<file path="src/hdl/posit_pkg.sv">
package posit_pkg;

    ////////////////////////////////////////////////////////////
    // posit format
    ////////////////////////////////////////////////////////////

    // one posit word, sign + regime + fraction
    localparam int POSIT_WIDTH = 4;
    // no exponent field in this format
    localparam int POSIT_ES = 0;

    // sign bit set, all other bits clear
    localparam logic [POSIT_WIDTH-1:0] NAR_PATTERN = {1'b1, {(POSIT_WIDTH-1){1'b0}}};

    ////////////////////////////////////////////////////////////
    // decoded operand fields
    ////////////////////////////////////////////////////////////

    // signed scale, -2 .. 2
    localparam int DEC_SCALE_WIDTH = 3;
    // hidden one plus one fraction bit
    localparam int DEC_FRAC_WIDTH = 2;

    ////////////////////////////////////////////////////////////
    // product fields
    ////////////////////////////////////////////////////////////

    // sum of two operand scales, -4 .. 4
    localparam int PROD_SCALE_WIDTH = 4;
    // 2x2 bit significand product
    // weight 1/4 per count, values 4, 6 or 9
    localparam int PROD_FRAC_WIDTH = 4;

endpackage

</file>
<file path="src/hdl/quire_pkg.sv">
package quire_pkg;

    ////////////////////////////////////////////////////////////
    // quire sizing
    ////////////////////////////////////////////////////////////

    // longest window guaranteed free of overflow is 2**LOG_NB_ACCUM
    localparam int LOG_NB_ACCUM = 10;
    // bits for a single product
    localparam int QUIRE_NQMIN = 11;
    // signed accumulator, lsb weight 2**-QUIRE_FRAC_BITS
    localparam int QUIRE_WIDTH = QUIRE_NQMIN + LOG_NB_ACCUM;

    ////////////////////////////////////////////////////////////
    // binary point offsets
    ////////////////////////////////////////////////////////////

    // fraction bits below the quire binary point
    localparam int QUIRE_FRAC_BITS = 4;
    // product significand binary point, weight 1/4
    localparam int PROD_FRAC_POINT = 2;
    // added to the product scale before the shift
    localparam int SHIFT_BIAS = QUIRE_FRAC_BITS - PROD_FRAC_POINT;
    // aligned addend, largest magnitude 256
    localparam int SHIFTED_WIDTH = 11;

endpackage

</file>
<file path="src/hdl/posit_decode.sv">
module posit_decode (
    input  logic [posit_pkg::POSIT_WIDTH-1:0]            posit_i,
    output logic                                         sign_o,
    output logic                                         zero_o,
    output logic                                         nar_o,
    output logic signed [posit_pkg::DEC_SCALE_WIDTH-1:0] scale_o,
    output logic [posit_pkg::DEC_FRAC_WIDTH-1:0]         frac_o
);

    // two's complement magnitude of the word
    logic [posit_pkg::POSIT_WIDTH-1:0] mag;
    // everything under the sign bit
    logic [posit_pkg::POSIT_WIDTH-2:0] body;
    // length of the regime run
    logic [1:0]                        run_len;
    logic                              run_end;
    // body with regime and terminator shifted out
    logic [posit_pkg::POSIT_WIDTH-2:0] frac_field;
    logic signed [posit_pkg::DEC_SCALE_WIDTH-1:0] regime_k;

    // special patterns
    assign sign_o = posit_i[posit_pkg::POSIT_WIDTH-1];
    assign zero_o = (posit_i == '0);
    assign nar_o  = (posit_i == posit_pkg::NAR_PATTERN);

    // negative words decode from their two's complement
    assign mag  = sign_o ? (~posit_i + 1'b1) : posit_i;
    assign body = mag[posit_pkg::POSIT_WIDTH-2:0];

    // count identical leading bits of the body
    always_comb begin
        run_len = '0;
        run_end = 1'b0;
        for (int i = posit_pkg::POSIT_WIDTH - 2; i >= 0; i--) begin
            if (!run_end && (body[i] == body[posit_pkg::POSIT_WIDTH-2])) begin
                run_len = run_len + 2'd1;
            end else begin
                run_end = 1'b1;
            end
        end
    end

    // run of ones gives k = run - 1, run of zeros gives k = -run
    assign regime_k = body[posit_pkg::POSIT_WIDTH-2] ?
                      ($signed({1'b0, run_len}) - 3'sd1) :
                      (-$signed({1'b0, run_len}));

    // skip regime bits and the terminator, the next bit is the fraction
    assign frac_field = body << ({1'b0, run_len} + 3'd1);

    // es is zero, so scale is the regime value itself
    assign scale_o = regime_k <<< posit_pkg::POSIT_ES;
    // hidden one above the single fraction bit
    assign frac_o  = {1'b1, frac_field[posit_pkg::POSIT_WIDTH-2]};

endmodule

</file>
<file path="src/hdl/posit_mult.sv">
module posit_mult (
    input  logic                                          clk,
    input  logic                                          rst_n,
    // upstream side
    input  logic                                          rts_i,
    input  logic                                          sow_i,
    input  logic                                          eow_i,
    input  logic [posit_pkg::POSIT_WIDTH-1:0]             a_i,
    input  logic [posit_pkg::POSIT_WIDTH-1:0]             b_i,
    output logic                                          rtr_o,
    // downstream side
    input  logic                                          rtr_i,
    output logic                                          rts_o,
    output logic                                          sow_o,
    output logic                                          eow_o,
    output logic                                          sign_o,
    output logic                                          zero_o,
    output logic                                          nar_o,
    output logic signed [posit_pkg::PROD_SCALE_WIDTH-1:0] scale_o,
    output logic [posit_pkg::PROD_FRAC_WIDTH-1:0]         frac_o
);

    // decoded operands
    logic                                         sign_a, zero_a, nar_a;
    logic                                         sign_b, zero_b, nar_b;
    logic signed [posit_pkg::DEC_SCALE_WIDTH-1:0] scale_a, scale_b;
    logic [posit_pkg::DEC_FRAC_WIDTH-1:0]         frac_a, frac_b;

    // product fields before the register
    logic [posit_pkg::PROD_SCALE_WIDTH-1:0]       prod_scale;
    logic [posit_pkg::PROD_FRAC_WIDTH-1:0]        prod_frac;

    // stage control
    logic process_en;
    logic stage_en;
    logic stage_clr;
    logic staged;

    posit_decode u_dec_a (
        .posit_i (a_i),
        .sign_o  (sign_a),
        .zero_o  (zero_a),
        .nar_o   (nar_a),
        .scale_o (scale_a),
        .frac_o  (frac_a)
    );

    posit_decode u_dec_b (
        .posit_i (b_i),
        .sign_o  (sign_b),
        .zero_o  (zero_b),
        .nar_o   (nar_b),
        .scale_o (scale_b),
        .frac_o  (frac_b)
    );

    ////////////////////////////////////////////////////////////
    // product
    ////////////////////////////////////////////////////////////

    // sign extended scale sum
    assign prod_scale = {scale_a[posit_pkg::DEC_SCALE_WIDTH-1], scale_a} +
                        {scale_b[posit_pkg::DEC_SCALE_WIDTH-1], scale_b};
    // significand product, 1.x * 1.y
    assign prod_frac  = {2'b00, frac_a} * {2'b00, frac_b};

    ////////////////////////////////////////////////////////////
    // handshake
    ////////////////////////////////////////////////////////////

    // move when downstream takes the beat or the stage is empty
    assign process_en = rtr_i | ~staged;
    assign stage_en   = process_en & rts_i;
    assign stage_clr  = process_en & ~rts_i;
    // not registered, follows the stall in the same cycle
    assign rtr_o      = process_en;

    always_ff @(posedge clk) begin
        if (!rst_n) begin
            staged <= 1'b0;
            sow_o  <= 1'b0;
            eow_o  <= 1'b0;
        end else if (stage_en) begin
            staged <= 1'b1;
            sow_o  <= sow_i;
            eow_o  <= eow_i;
        end else if (stage_clr) begin
            staged <= 1'b0;
        end
    end

    // product payload
    always_ff @(posedge clk) begin
        if (stage_en) begin
            sign_o  <= sign_a ^ sign_b;
            zero_o  <= zero_a | zero_b;
            nar_o   <= nar_a | nar_b;
            scale_o <= prod_scale;
            frac_o  <= prod_frac;
        end
    end

    assign rts_o = staged;

endmodule

</file>
<file path="src/hdl/quire_accum.sv">
module quire_accum (
    input  logic                                          clk,
    input  logic                                          rst_n,
    // product side
    input  logic                                          rts_i,
    input  logic                                          sow_i,
    input  logic                                          eow_i,
    input  logic                                          sign_i,
    input  logic                                          zero_i,
    input  logic                                          nar_i,
    input  logic signed [posit_pkg::PROD_SCALE_WIDTH-1:0] scale_i,
    input  logic [posit_pkg::PROD_FRAC_WIDTH-1:0]         frac_i,
    output logic                                          rtr_o,
    // result side
    input  logic                                          rtr_i,
    output logic                                          rts_o,
    output logic                                          sow_o,
    output logic                                          eow_o,
    output logic signed [quire_pkg::QUIRE_WIDTH-1:0]      data_o,
    output logic                                          sign_o,
    output logic                                          zero_o,
    output logic                                          nar_o
);

    // pipe control, index 0 is the input side
    logic       process_en;
    logic [1:0] stage_en;
    logic [1:0] stage_clr;
    logic [1:0] staged;
    logic [2:0] sow;
    logic [2:0] eow;

    // stage 1 alignment
    logic signed [posit_pkg::PROD_SCALE_WIDTH:0] shift_amt;
    logic [posit_pkg::PROD_SCALE_WIDTH:0]        shift_neg;
    logic [quire_pkg::SHIFTED_WIDTH-1:0]         frac_wide;
    logic [quire_pkg::SHIFTED_WIDTH-1:0]         aligned;
    logic [quire_pkg::SHIFTED_WIDTH-1:0]         shifted_r;
    logic                                        sign_r1;
    logic                                        zero_r1;
    logic                                        nar_r1;

    // stage 2 accumulation
    logic signed [quire_pkg::QUIRE_WIDTH-1:0]    addend;
    logic signed [quire_pkg::QUIRE_WIDTH-1:0]    base;
    logic signed [quire_pkg::QUIRE_WIDTH-1:0]    quire_next;
    logic signed [quire_pkg::QUIRE_WIDTH-1:0]    quire_r;
    logic                                        nar_hit;
    logic                                        nar_sticky;

    ////////////////////////////////////////////////////////////
    // handshake
    ////////////////////////////////////////////////////////////

    // whole pipe advances when the output is taken or empty
    assign process_en = rtr_i | ~staged[1];
    assign rtr_o      = process_en;
    assign sow[0]     = sow_i;
    assign eow[0]     = eow_i;

    assign stage_en[0]  = process_en & rts_i;
    assign stage_clr[0] = process_en & ~rts_i;
    assign stage_en[1]  = process_en & staged[0];
    assign stage_clr[1] = process_en & ~staged[0];

    ////////////////////////////////////////////////////////////
    // stage 1, align significand to the quire lsb
    ////////////////////////////////////////////////////////////

    assign shift_amt = {scale_i[posit_pkg::PROD_SCALE_WIDTH-1], scale_i} +
                       (posit_pkg::PROD_SCALE_WIDTH + 1)'(quire_pkg::SHIFT_BIAS);
    assign shift_neg = -shift_amt;
    assign frac_wide = {{(quire_pkg::SHIFTED_WIDTH - posit_pkg::PROD_FRAC_WIDTH){1'b0}}, frac_i};

    // right shifts only hit significands with trailing zeros, so exact
    always_comb begin
        if (!shift_amt[posit_pkg::PROD_SCALE_WIDTH]) begin
            aligned = frac_wide << shift_amt;
        end else begin
            aligned = frac_wide >> shift_neg;
        end
    end

    always_ff @(posedge clk) begin
        if (!rst_n) begin
            staged[0] <= 1'b0;
            sow[1]    <= 1'b0;
            eow[1]    <= 1'b0;
        end else if (stage_en[0]) begin
            staged[0] <= 1'b1;
            sow[1]    <= sow[0];
            eow[1]    <= eow[0];
        end else if (stage_clr[0]) begin
            staged[0] <= 1'b0;
        end
    end

    always_ff @(posedge clk) begin
        if (stage_en[0]) begin
            shifted_r <= aligned;
            sign_r1   <= sign_i;
            zero_r1   <= zero_i;
            nar_r1    <= nar_i;
        end
    end

    ////////////////////////////////////////////////////////////
    // stage 2, quire update
    ////////////////////////////////////////////////////////////

    // magnitude is non-negative, zero extend
    assign addend = {{(quire_pkg::QUIRE_WIDTH - quire_pkg::SHIFTED_WIDTH){1'b0}}, shifted_r};
    // sticky nar, restarts with the window
    assign nar_hit = nar_r1 | (nar_sticky & ~sow[1]);

    always_comb begin
        base = sow[1] ? '0 : quire_r;
        if (nar_hit) begin
            // frozen while the window holds a nar
            quire_next = quire_r;
        end else if (zero_r1) begin
            quire_next = base;
        end else if (sign_r1) begin
            quire_next = base - addend;
        end else begin
            quire_next = base + addend;
        end
    end

    always_ff @(posedge clk) begin
        if (!rst_n) begin
            staged[1]  <= 1'b0;
            sow[2]     <= 1'b0;
            eow[2]     <= 1'b0;
            quire_r    <= '0;
            nar_sticky <= 1'b0;
        end else if (stage_en[1]) begin
            staged[1]  <= 1'b1;
            sow[2]     <= sow[1];
            eow[2]     <= eow[1];
            quire_r    <= quire_next;
            nar_sticky <= nar_hit;
        end else if (stage_clr[1]) begin
            staged[1] <= 1'b0;
        end
    end

    // result side
    assign rts_o  = staged[1];
    assign sow_o  = sow[2];
    assign eow_o  = eow[2];
    assign data_o = quire_r;
    assign sign_o = quire_r[quire_pkg::QUIRE_WIDTH-1];
    assign zero_o = ~|quire_r;
    assign nar_o  = nar_sticky;

endmodule

</file>
<file path="src/hdl/posit_dot_top.sv">
module posit_dot_top (
    input  logic                                     clk,
    input  logic                                     rst_n,
    // operand stream
    input  logic                                     rts_i,
    output logic                                     rtr_o,
    input  logic [posit_pkg::POSIT_WIDTH-1:0]        a_i,
    input  logic [posit_pkg::POSIT_WIDTH-1:0]        b_i,
    input  logic                                     sow_i,
    input  logic                                     eow_i,
    // result stream
    output logic                                     rts_o,
    input  logic                                     rtr_i,
    output logic                                     sow_o,
    output logic                                     eow_o,
    output logic signed [quire_pkg::QUIRE_WIDTH-1:0] data_o,
    output logic                                     sign_o,
    output logic                                     zero_o,
    output logic                                     nar_o
);

    // product beat between multiplier and quire
    logic                                          p_rts;
    logic                                          p_rtr;
    logic                                          p_sow;
    logic                                          p_eow;
    logic                                          p_sign;
    logic                                          p_zero;
    logic                                          p_nar;
    logic signed [posit_pkg::PROD_SCALE_WIDTH-1:0] p_scale;
    logic [posit_pkg::PROD_FRAC_WIDTH-1:0]         p_frac;

    // decode and multiply, one cycle
    posit_mult u_mult (
        .clk     (clk),
        .rst_n   (rst_n),
        .rts_i   (rts_i),
        .sow_i   (sow_i),
        .eow_i   (eow_i),
        .a_i     (a_i),
        .b_i     (b_i),
        .rtr_o   (rtr_o),
        .rtr_i   (p_rtr),
        .rts_o   (p_rts),
        .sow_o   (p_sow),
        .eow_o   (p_eow),
        .sign_o  (p_sign),
        .zero_o  (p_zero),
        .nar_o   (p_nar),
        .scale_o (p_scale),
        .frac_o  (p_frac)
    );

    // align and accumulate, two cycles
    quire_accum u_quire (
        .clk     (clk),
        .rst_n   (rst_n),
        .rts_i   (p_rts),
        .sow_i   (p_sow),
        .eow_i   (p_eow),
        .sign_i  (p_sign),
        .zero_i  (p_zero),
        .nar_i   (p_nar),
        .scale_i (p_scale),
        .frac_i  (p_frac),
        .rtr_o   (p_rtr),
        .rtr_i   (rtr_i),
        .rts_o   (rts_o),
        .sow_o   (sow_o),
        .eow_o   (eow_o),
        .data_o  (data_o),
        .sign_o  (sign_o),
        .zero_o  (zero_o),
        .nar_o   (nar_o)
    );

endmodule

</file>
<file path="config.mk">
export PLATFORM = sky130hd
export DESIGN_NAME = posit_dot_top
export DESIGN_NICKNAME = d
export VERILOG_FILES = /design/src/hdl/posit_pkg.sv /design/src/hdl/quire_pkg.sv /design/src/hdl/posit_decode.sv /design/src/hdl/posit_mult.sv /design/src/hdl/quire_accum.sv /design/src/hdl/posit_dot_top.sv
export SDC_FILE = /design/constraint.sdc
export NUM_CORES = 1
export LEC_CHECK = 0
export BUFFER_PORTS_ARGS = -buffer_cell sky130_fd_sc_hd__buf_2
export CORE_UTILIZATION = 40
export DETAILED_ROUTE_END_ITERATION = 10
export GPL_TIMING_DRIVEN = 0
export HOLD_SLACK_MARGIN = 0.03
export MAX_ROUTING_LAYER = met4
export SKIP_CTS_REPAIR_TIMING = 1
export SLEW_MARGIN = 20
export SYNTH_ARGS = -nofsm -noshare
export SYNTH_HDL_FRONTEND = slang
export SYNTH_SLANG_ARGS = --single-unit
export TNS_END_PERCENT = 5
</file>
<file path="constraint.sdc">
create_clock -name clk -period 5.9 [get_ports clk]
set_input_delay 0.885 -clock clk [delete_from_list [all_inputs] [get_ports clk]]
set_output_delay 0.885 -clock clk [all_outputs]
set_load 0.05 [all_outputs]
</file>
# After elaboration in Yosys (flattened, before gate mapping)
# Cells that the tools add are included.
[classes] n_addsub=15 multipliers=1 n_eq_ne=6 n_shift=4 muxes=18 n_bitwise=21 reduce_logical=10
[ops] cell="$mux 21" n=3
[ops] cell="$add 21x12->21" n=1
[ops] cell="$reduce_or 21->1" n=1
[ops] cell="$sub 21x12->21" n=1
[ops] cell="$mux 3" n=4
[ops] cell="$mux 11" n=1
[ops] cell="$shl 4x5->11" n=1
[ops] cell="$shr 4x5->11" n=1
[ops] cell="$eq 4x4->1 const B" n=2
[ops] cell="$logic_not 4->1" n=2
[ops] cell="$mux 2" n=4
[ops] cell="$and 1x1->1" n=7
[ops] cell="$add 2x1->3 const B" n=2
[ops] cell="$add 3x1->3 const B" n=2
[ops] cell="$mux 1" n=6
[ops] cell="$neg 2->3" n=2
[ops] cell="$not 1->1" n=6
[ops] cell="$not 3->3" n=2
[ops] cell="$reduce_bool 2->1" n=3
[ops] cell="$shl 3x3->3" n=2
[ops] cell="$sub 2x1->3 const B" n=2
[ops] cell="$add 4x3->5 const B" n=1
[ops] cell="$neg 5->5" n=1
[ops] cell="$or 1x1->1" n=5
[ops] cell="other kinds (8)" n=13
[word_totals] ff_bits=56 inputBits=14 output_inout_bits=28 word_cells=95

# Longest topological paths before layout
# Gate-level depths: netlist (run 1).
[logic_depth] word_depth=10 mapped_depth=13 depth_no_buf=13

# Hierarchy
# From an unflattened synthesis (run 1), not the netlist that was laid out.
[hier_totals] cells_unflattened=549 hier_area_um2=4578.1
[modules_own_cells] module="quire_accum" n_inst=1 cells_each=426 area_per_inst_um2=3389.5 seq_area_each_um2=980.9
[modules_own_cells] module="posit_mult" n_inst=1 cells_each=45 area_per_inst_um2=633.1 seq_area_each_um2=390.4
[modules_own_cells] module="posit_decode" n_inst=2 cells_each=39 area_per_inst_um2=277.8 seq_area_each_um2=0.0

# Worst setup path before layout (run 1)
# OpenSTA, ideal clock, no wires.
[synth_timing] path_type="reg-to-output" from="register u_quire.quire_r (netlist bit u_quire.data_o[1])" to="output zero_o" t_arrival_ns=2.550 required_ns=5.015 slack_ns=2.465 stages_incl_launch_ff=3 path_buffers=0 cell_sequence="dfxtp_1 or4_1 nor4_1"
[synth_via] elab_chain_len=2
[synth_lines] element="start: declaration" line_no="quire_accum.sv:47" source="logic signed [quire_pkg::QUIRE_WIDTH-1:0] quire_r;"
[synth_lines] element="start signal: assignment" line_no="quire_accum.sv:141" source="quire_r <= quire_next;"
[synth_lines] element="$reduce_or 21->1" line_no="quire_accum.sv:154" source="assign zero_o = ~|quire_r;"
[synth_lines] element="$logic_not 1->1" line_no="quire_accum.sv:154"
[synth_lines] element="end: declaration" line_no="posit_dot_top.sv:18" source="output logic zero_o,"
# Every way passes these cells.

# Worst setup path after layout (run 1)
[layout_timing] from="register u_quire.shifted_r[0] in the netlist's numbering" to="register u_quire.quire_r (netlist bit u_quire.data_o[15])"
[layout_via] elab_chain_len=3 word_cells_on_any_way=4 classes_between="add/sub: 2; mux: 2"
[layout_lines] element="start: declaration" line_no="quire_accum.sv:38" source="logic [quire_pkg::SHIFTED_WIDTH-1:0] shifted_r;"
[layout_lines] element="start signal: assignment" line_no="quire_accum.sv:100" source="shifted_r <= aligned;"
[layout_lines] element="$add 21x12->21 or $sub 21x12->21 (tied branches)" line_no="quire_accum.sv:126, quire_accum.sv:124"
[layout_lines] element="$mux 21 (*)" line_no="quire_accum.sv:123" source="end else if (sign_r1) begin"
[layout_lines] element="$mux 21 (*)" line_no="quire_accum.sv:121" source="end else if (zero_r1) begin"
# Mark *: on every way between the ends. The rest lies on a longest branch, timed or not.
# A chain may end at the register's enable or synchronous reset.

==> results.toml, run 1 <==
[status]
status = "completed"

[grt]
met2_usage = 0.3072
use_met1 = 0.2440
antenna_found_initial = 0
grt_overflow = 0
grt_use_total = 0.1878
grt_util_met3 = 0.02668
grt_pass1_wl_um = 14920
grt_pass1_vias = 3192
grt.busiest_layer = "met2"
grt_max_degree = 19

[drt]
drtIter0Drc = 139
viasPerCell = 5.342
remaining_drc_errors = 0
via_count = 3510
wl_per_cell_um = 13.92
first_pass_iters = 4
wirelength_um = 9146
ant_nets = 0

[pwr]
p_total_uw = 995.1
vdd_drop_max_mv = 0.1071
powerDensity_nw_per_um2 = 221.6
leakage_uw = 0.001981

[worst_hold_path]
hp-class = "flop to flop"

[cells_and_area]
area_growth_pct = 11.49
regArea_um2 = 1341
drive_gt1_frac = 0.1298
multi_input_area_um2 = 2494
final_nets = 569
fill_cells = 992
final_cells = 657
diodes = 0

[die]
die_y_um = 102.3
rows = 36
io_pins = 42
start_util = 0.4121
coreArea_um2 = 9774
dieArea_um2 = 10470
die_w_um = 102.3

[setup_path]
path_cells = "nor3_1 > nand2_1 > nor2_1 > a21oi_1 > xnor2_1 > ha_1 > nand2_1 > nor2_1 > a211oi_2 > o21a_1 > a21boi_1 > or3_1 > a32o_1"
slowest_stage = "edfxtp_1"
cp.buffers_inverters = 0
cp.arrival_ns = 3.54
critPathTopFamily = "simple AND/OR/NAND/NOR gates"
path_class = "flop to flop"
worst_ep_required_time_ns = 6.11
setup.worst_path.end_class = "flop"
start_kind = "flop"
critical_path.max_fanout = 6
cpPeakStageDelay_ns = 0.47

[clocking]
clk_latency_ns = 0.32
cts_tree = "built"
cts_buffers = 5
clock_sinks = 55
clock-root-buffer = "clkbuf_8"
htree_num_levels = 2
cts_buffer_depth = 2
path_clk_slew_ns = 0.10

[synth]
synth_compound_area_frac = 0.2190
synthMuxAreaShare = 0.01243
ys_types = 65
synth_most_common_cell = "nand2_1"
synth_top_family_by_area = "simple AND/OR/NAND/NOR gates"
synth_adder_area_share = 0.1031
synthFlopType = "dfxtp_1"
synthTopCellsByArea = "edfxtp_1 (18%), dfxtp_1 (15%), ha_1 (9.3%)"
seq_area_frac_synth = 0.3330
yosys.area.top_type = "edfxtp_1"
synth_edf_count = 24
ys_async_sr_fraction = 0
synth_area_per_cell_um2 = 8.479
synth-simple-area-share = 0.2237
ys_seq_elements = 55
yosys_warnings = 0
syn_inst = 475
synth-xor-area-share = 0.06089
synth_top_area_frac = 0.1789
syn_area_um2 = 4028
synth_nets = 521
synthTopCellsByCount = "nand2_1 (58), a21oi_1 (35), nor2b_1 (33)"

[sta]
fin_ws_ns = 2.568
hold_viol_final = 0
rsz0062_at_grt = "no"
setup_viol_count_final = 0
drv_slew = 0
whs_ns = 0.4306
min_period_over_period = 0.5647
timing.fmax_mhz = 300.2
worst_pin_slew_ns = 0.6967
tns_ns = 0
relSlewSlack = 0.5324
skew_ns = 0.01928
finalCriticalPeriod_ns = 3.332

[flow_run]
maxCapViolCount = 0

[placed_design]
hpwl_um = 7351
routabilityCongestion = 0.8952
place_ws_ns = 2.578
portBuffers = 41
place_inst = 649
[layout by cell type (no fill, tap or decap), types with 5 or more instances in the layout]
cell type and count:
nor3_1 12, a21o_1 8, edfxtp_1 24, nand2b_1 6
mux2i_1 5, clkbuf_8 6, ha_1 30, nor2_1 24
inv_1 29, a22oi_1 6, or3_1 7, nand4_1 7
a21boi_0 10, xnor2_1 24, nand2_1 58, nand3_1 11
nor4_1 6, nor2b_1 33, o22ai_1 7, o21ai_0 21
o21bai_1 5, dfxtp_1 31, a21oi_1 35, buf_2 41
clkbuf_1 9
[cell type report]
| class | count | share of cell area |
|---|---|---|
| buffer | 15 | 0.01783 |
| clock buffer | 5 | 0.01532 |
| clock inverter | 3 | 0.005015 |
| inverter | 30 | 0.02508 |
| multi-input combinational | 375 | 0.5553 |
| sequential | 55 | 0.2987 |
| tap | 133 | 0.03706 |
| timing repair buffer | 41 | 0.04570 |
[state kept, by name, summed over array words and instances, names as in the netlist]
register           count
u_quire.shifted_r     11
u_quire.nar_o          1
u_quire.zero_r1        1
u_mult.frac_o          3
u_quire.eow            1
u_mult.sign_o          1
u_mult.scale_o         4
u_quire.rts_o          1
u_mult.eow_o           1
u_quire.data_o        21
u_mult.rts_o           1
u_quire.eow_o          1
u_quire.staged         1
u_quire.sign_r1        1
u_mult.sow_o           1
u_mult.zero_o          1
u_quire.nar_r1         1
u_quire.sow_o          1
u_mult.nar_o           1
u_quire.sow            1
[metal layers]
metal  part of all wire  routed length, um
met1               0.48               4352
met2               0.46               4231
met3              0.048                439
met4              0.013                123
met5                  0                  0
[final timing paths]
kind / from / to / slack [ns] / cells after the start
worst min-delay path: u_mult.sign_o / u_quire.sign_r1 / 0.43 / 0
worst max-delay path: u_quire.shifted_r[0] / u_quire.data_o[15] / 2.57 / 13
worst min register to register: u_mult.sign_o / u_quire.sign_r1 / 0.43 / 0
worst max register to register: u_quire.shifted_r[0] / u_quire.data_o[15] / 2.57 / 13
[cell families (layout without fill, tap and decap cells)]
group           count (synthesis)  count (layout)
compound gates                131             131
mux                             5               5
simple gates                  179             179
xor+xnor                       28              28
fa+ha+maj                      32              32
buf+inv                        45              94
flops                          55              55
[stage by stage]
step | utilization | area, um^2
after global routing | 0.4594 | 4491
after detailed placement | 0.4501 | 4399
final | 0.4594 | 4491
after floorplan | - | 4028
after CTS | 0.4594 | 4491
after global placement | 0.4501 | 4399
[power breakdown]
| part | internal, uW | switching (uW) |
|---|---|---|
| Clock | 85.4 | 131 |
| Combinational | 125 | 199 |
| Sequential | 431 | 24.1 |
Note: power is estimated with default switching activity, not from simulation.
==> inputs of run 2 (changes only) <==
==> constraint.sdc (replaced) <==
create_clock -name clk -period 3.09 [get_ports clk]
set_input_delay 0.4635 -clock clk [delete_from_list [all_inputs] [get_ports clk]]
set_output_delay 0.4635 -clock clk [all_outputs]
set_load 0.05 [all_outputs]
==> run 2 against run 1 <==
  * Sequential power up 91%
  * Global-route usage is the same
  * Fmax rose by 11%
  * Worst setup slack got worse by 2.5 ns
  * Power grew 96%
  * Die area did not move
  * Non-clock buffer count rose by 12
  * Clock-buffer cell count unchanged
  * Sequential share of layout area decreased by 1.4 points
  * Routed wire length up 3.1%
  * Largest power group unchanged
  * First-iteration DRC count rose by 14%
==> results.toml, run 2 (synthesis results as in run 1) <==
[clocking]
path_clk_slew_ns = 0.11
clock-root-buffer = "clkbuf_8"
cts_buffer_depth = 2
clk_latency_ns = 0.32
htree_num_levels = 2
cts_tree = "built"
clock_sinks = 55
cts_buffers = 5

[setup_path]
critical_path.max_fanout = 4
start_kind = "flop"
setup.worst_path.end_class = "flop"
worst_ep_required_time_ns = 3.31
path_class = "flop to flop"
cp.arrival_ns = 3.23

[sta]
min_period_over_period = 0.9721
worst_pin_slew_ns = 0.6842
relSlewSlack = 0.5408
finalCriticalPeriod_ns = 3.004
skew_ns = 0.01881
drv_slew = 0
setup_viol_count_final = 0
whs_ns = 0.3721
hold_viol_final = 0
timing.fmax_mhz = 332.9
rsz0062_at_grt = "yes"

[grt]
grt_pass1_wl_um = 14920
grt_pass1_vias = 3192
grt_overflow = 0
grt_max_degree = 19
antenna_found_initial = 0
grt_use_total = 0.1878

[status]
status = "completed"

[cells_and_area]
multi_input_area_um2 = 2600
fill_cells = 968
layout.cells.most_common_list = "nand2_1 (58), buf_2 (41), nor2b_1 (33)"
diodes = 0
area_growth_pct = 16.84
regArea_um2 = 1341
largest_reg_flops = 21
final_nets = 581
utilization = 0.4814
drive_gt1_frac = 0.1922
layout_commonest_cell = "nand2_1"

[pwr]
p_total_uw = 1951
powerDensity_nw_per_um2 = 414.6
leakage_uw = 0.002048
vdd_drop_max_mv = 0.2050

[placed_design]
hpwl_um = 7351
routabilityCongestion = 0.8952
portBuffers = 41

[drt]
wirelength_um = 9425
ant_nets = 0
viasPerCell = 5.321
wl_per_cell_um = 14.09
remaining_drc_errors = 0
drtIter0Drc = 159
first_pass_iters = 5
via_count = 3560

[die]
die_y_um = 102.3
io_pins = 42
coreArea_um2 = 9774
dieArea_um2 = 10470
start_util = 0.4121
rows = 36
die_w_um = 102.3

[worst_hold_path]
hp-class = "primary input to flop"

[flow_run]
maxCapViolCount = 0
[run 2: final cells by class]
class | instances | share of cell area
Multi-Input combinational cell | 375 | 0.5525
Sequential cell | 55 | 0.2850
Timing Repair Buffer | 53 | 0.06541
Tap cell | 133 | 0.03536
Inverter | 30 | 0.02393
Buffer | 15 | 0.01835
Clock buffer | 5 | 0.01462
Clock inverter | 3 | 0.004786
[run 2: worst paths after layout]
kind	startpoint	depth (start not counted)	endpoint	slack, ns
hold / removal	rts_i	3	u_mult.rts_o	0.37
setup reg to reg	u_quire.shifted_r[0]	13	u_quire.data_o[17]	0.09
setup / recovery	u_quire.shifted_r[0]	13	u_quire.data_o[17]	0.09
hold reg to reg	u_mult.zero_o	0	u_quire.zero_r1	0.43
[run 2: through the flow]
stage	area, um^2	setup WS [ns]	setup TNS [ns]	instances
2_1_floorplan	4028	0.07610	0	475
3_3_place_gp	4399	-0.1638	-0.8411	649
3_5_place_dp	4399	-0.2317	-1.191	649
4_1_cts	4491	-0.2674	-1.401	657
5_1_grt	4706	-0.04976	-0.07419	669
6_report	4706	0.08613	0	669
[run 2: metal layers]
metal  share of wire  global-route usage
met5               0                   -
met4           0.013             0.04615
met3           0.045             0.02668
met2            0.47              0.3072
met1            0.47              0.2440
[run 2: critical path: stages, from the launching register on]
cell and delay, ns:
edfxtp_1 0.47, inv_2 0.11, ha_4 0.15, a31o_4 0.18
o21ai_1 0.08, xnor2_1 0.21, ha_2 0.33, a21oi_2 0.15
nor2_1 0.07, a211oi_2 0.27, o21a_1 0.20, a21oi_1 0.09
or3_1 0.36, a32o_1 0.24
[run 2: where the power goes]
group	internal, uW	switching [uW]
sequential	823	48.1
combinational	265	398
clock	163	253
total	1250	699
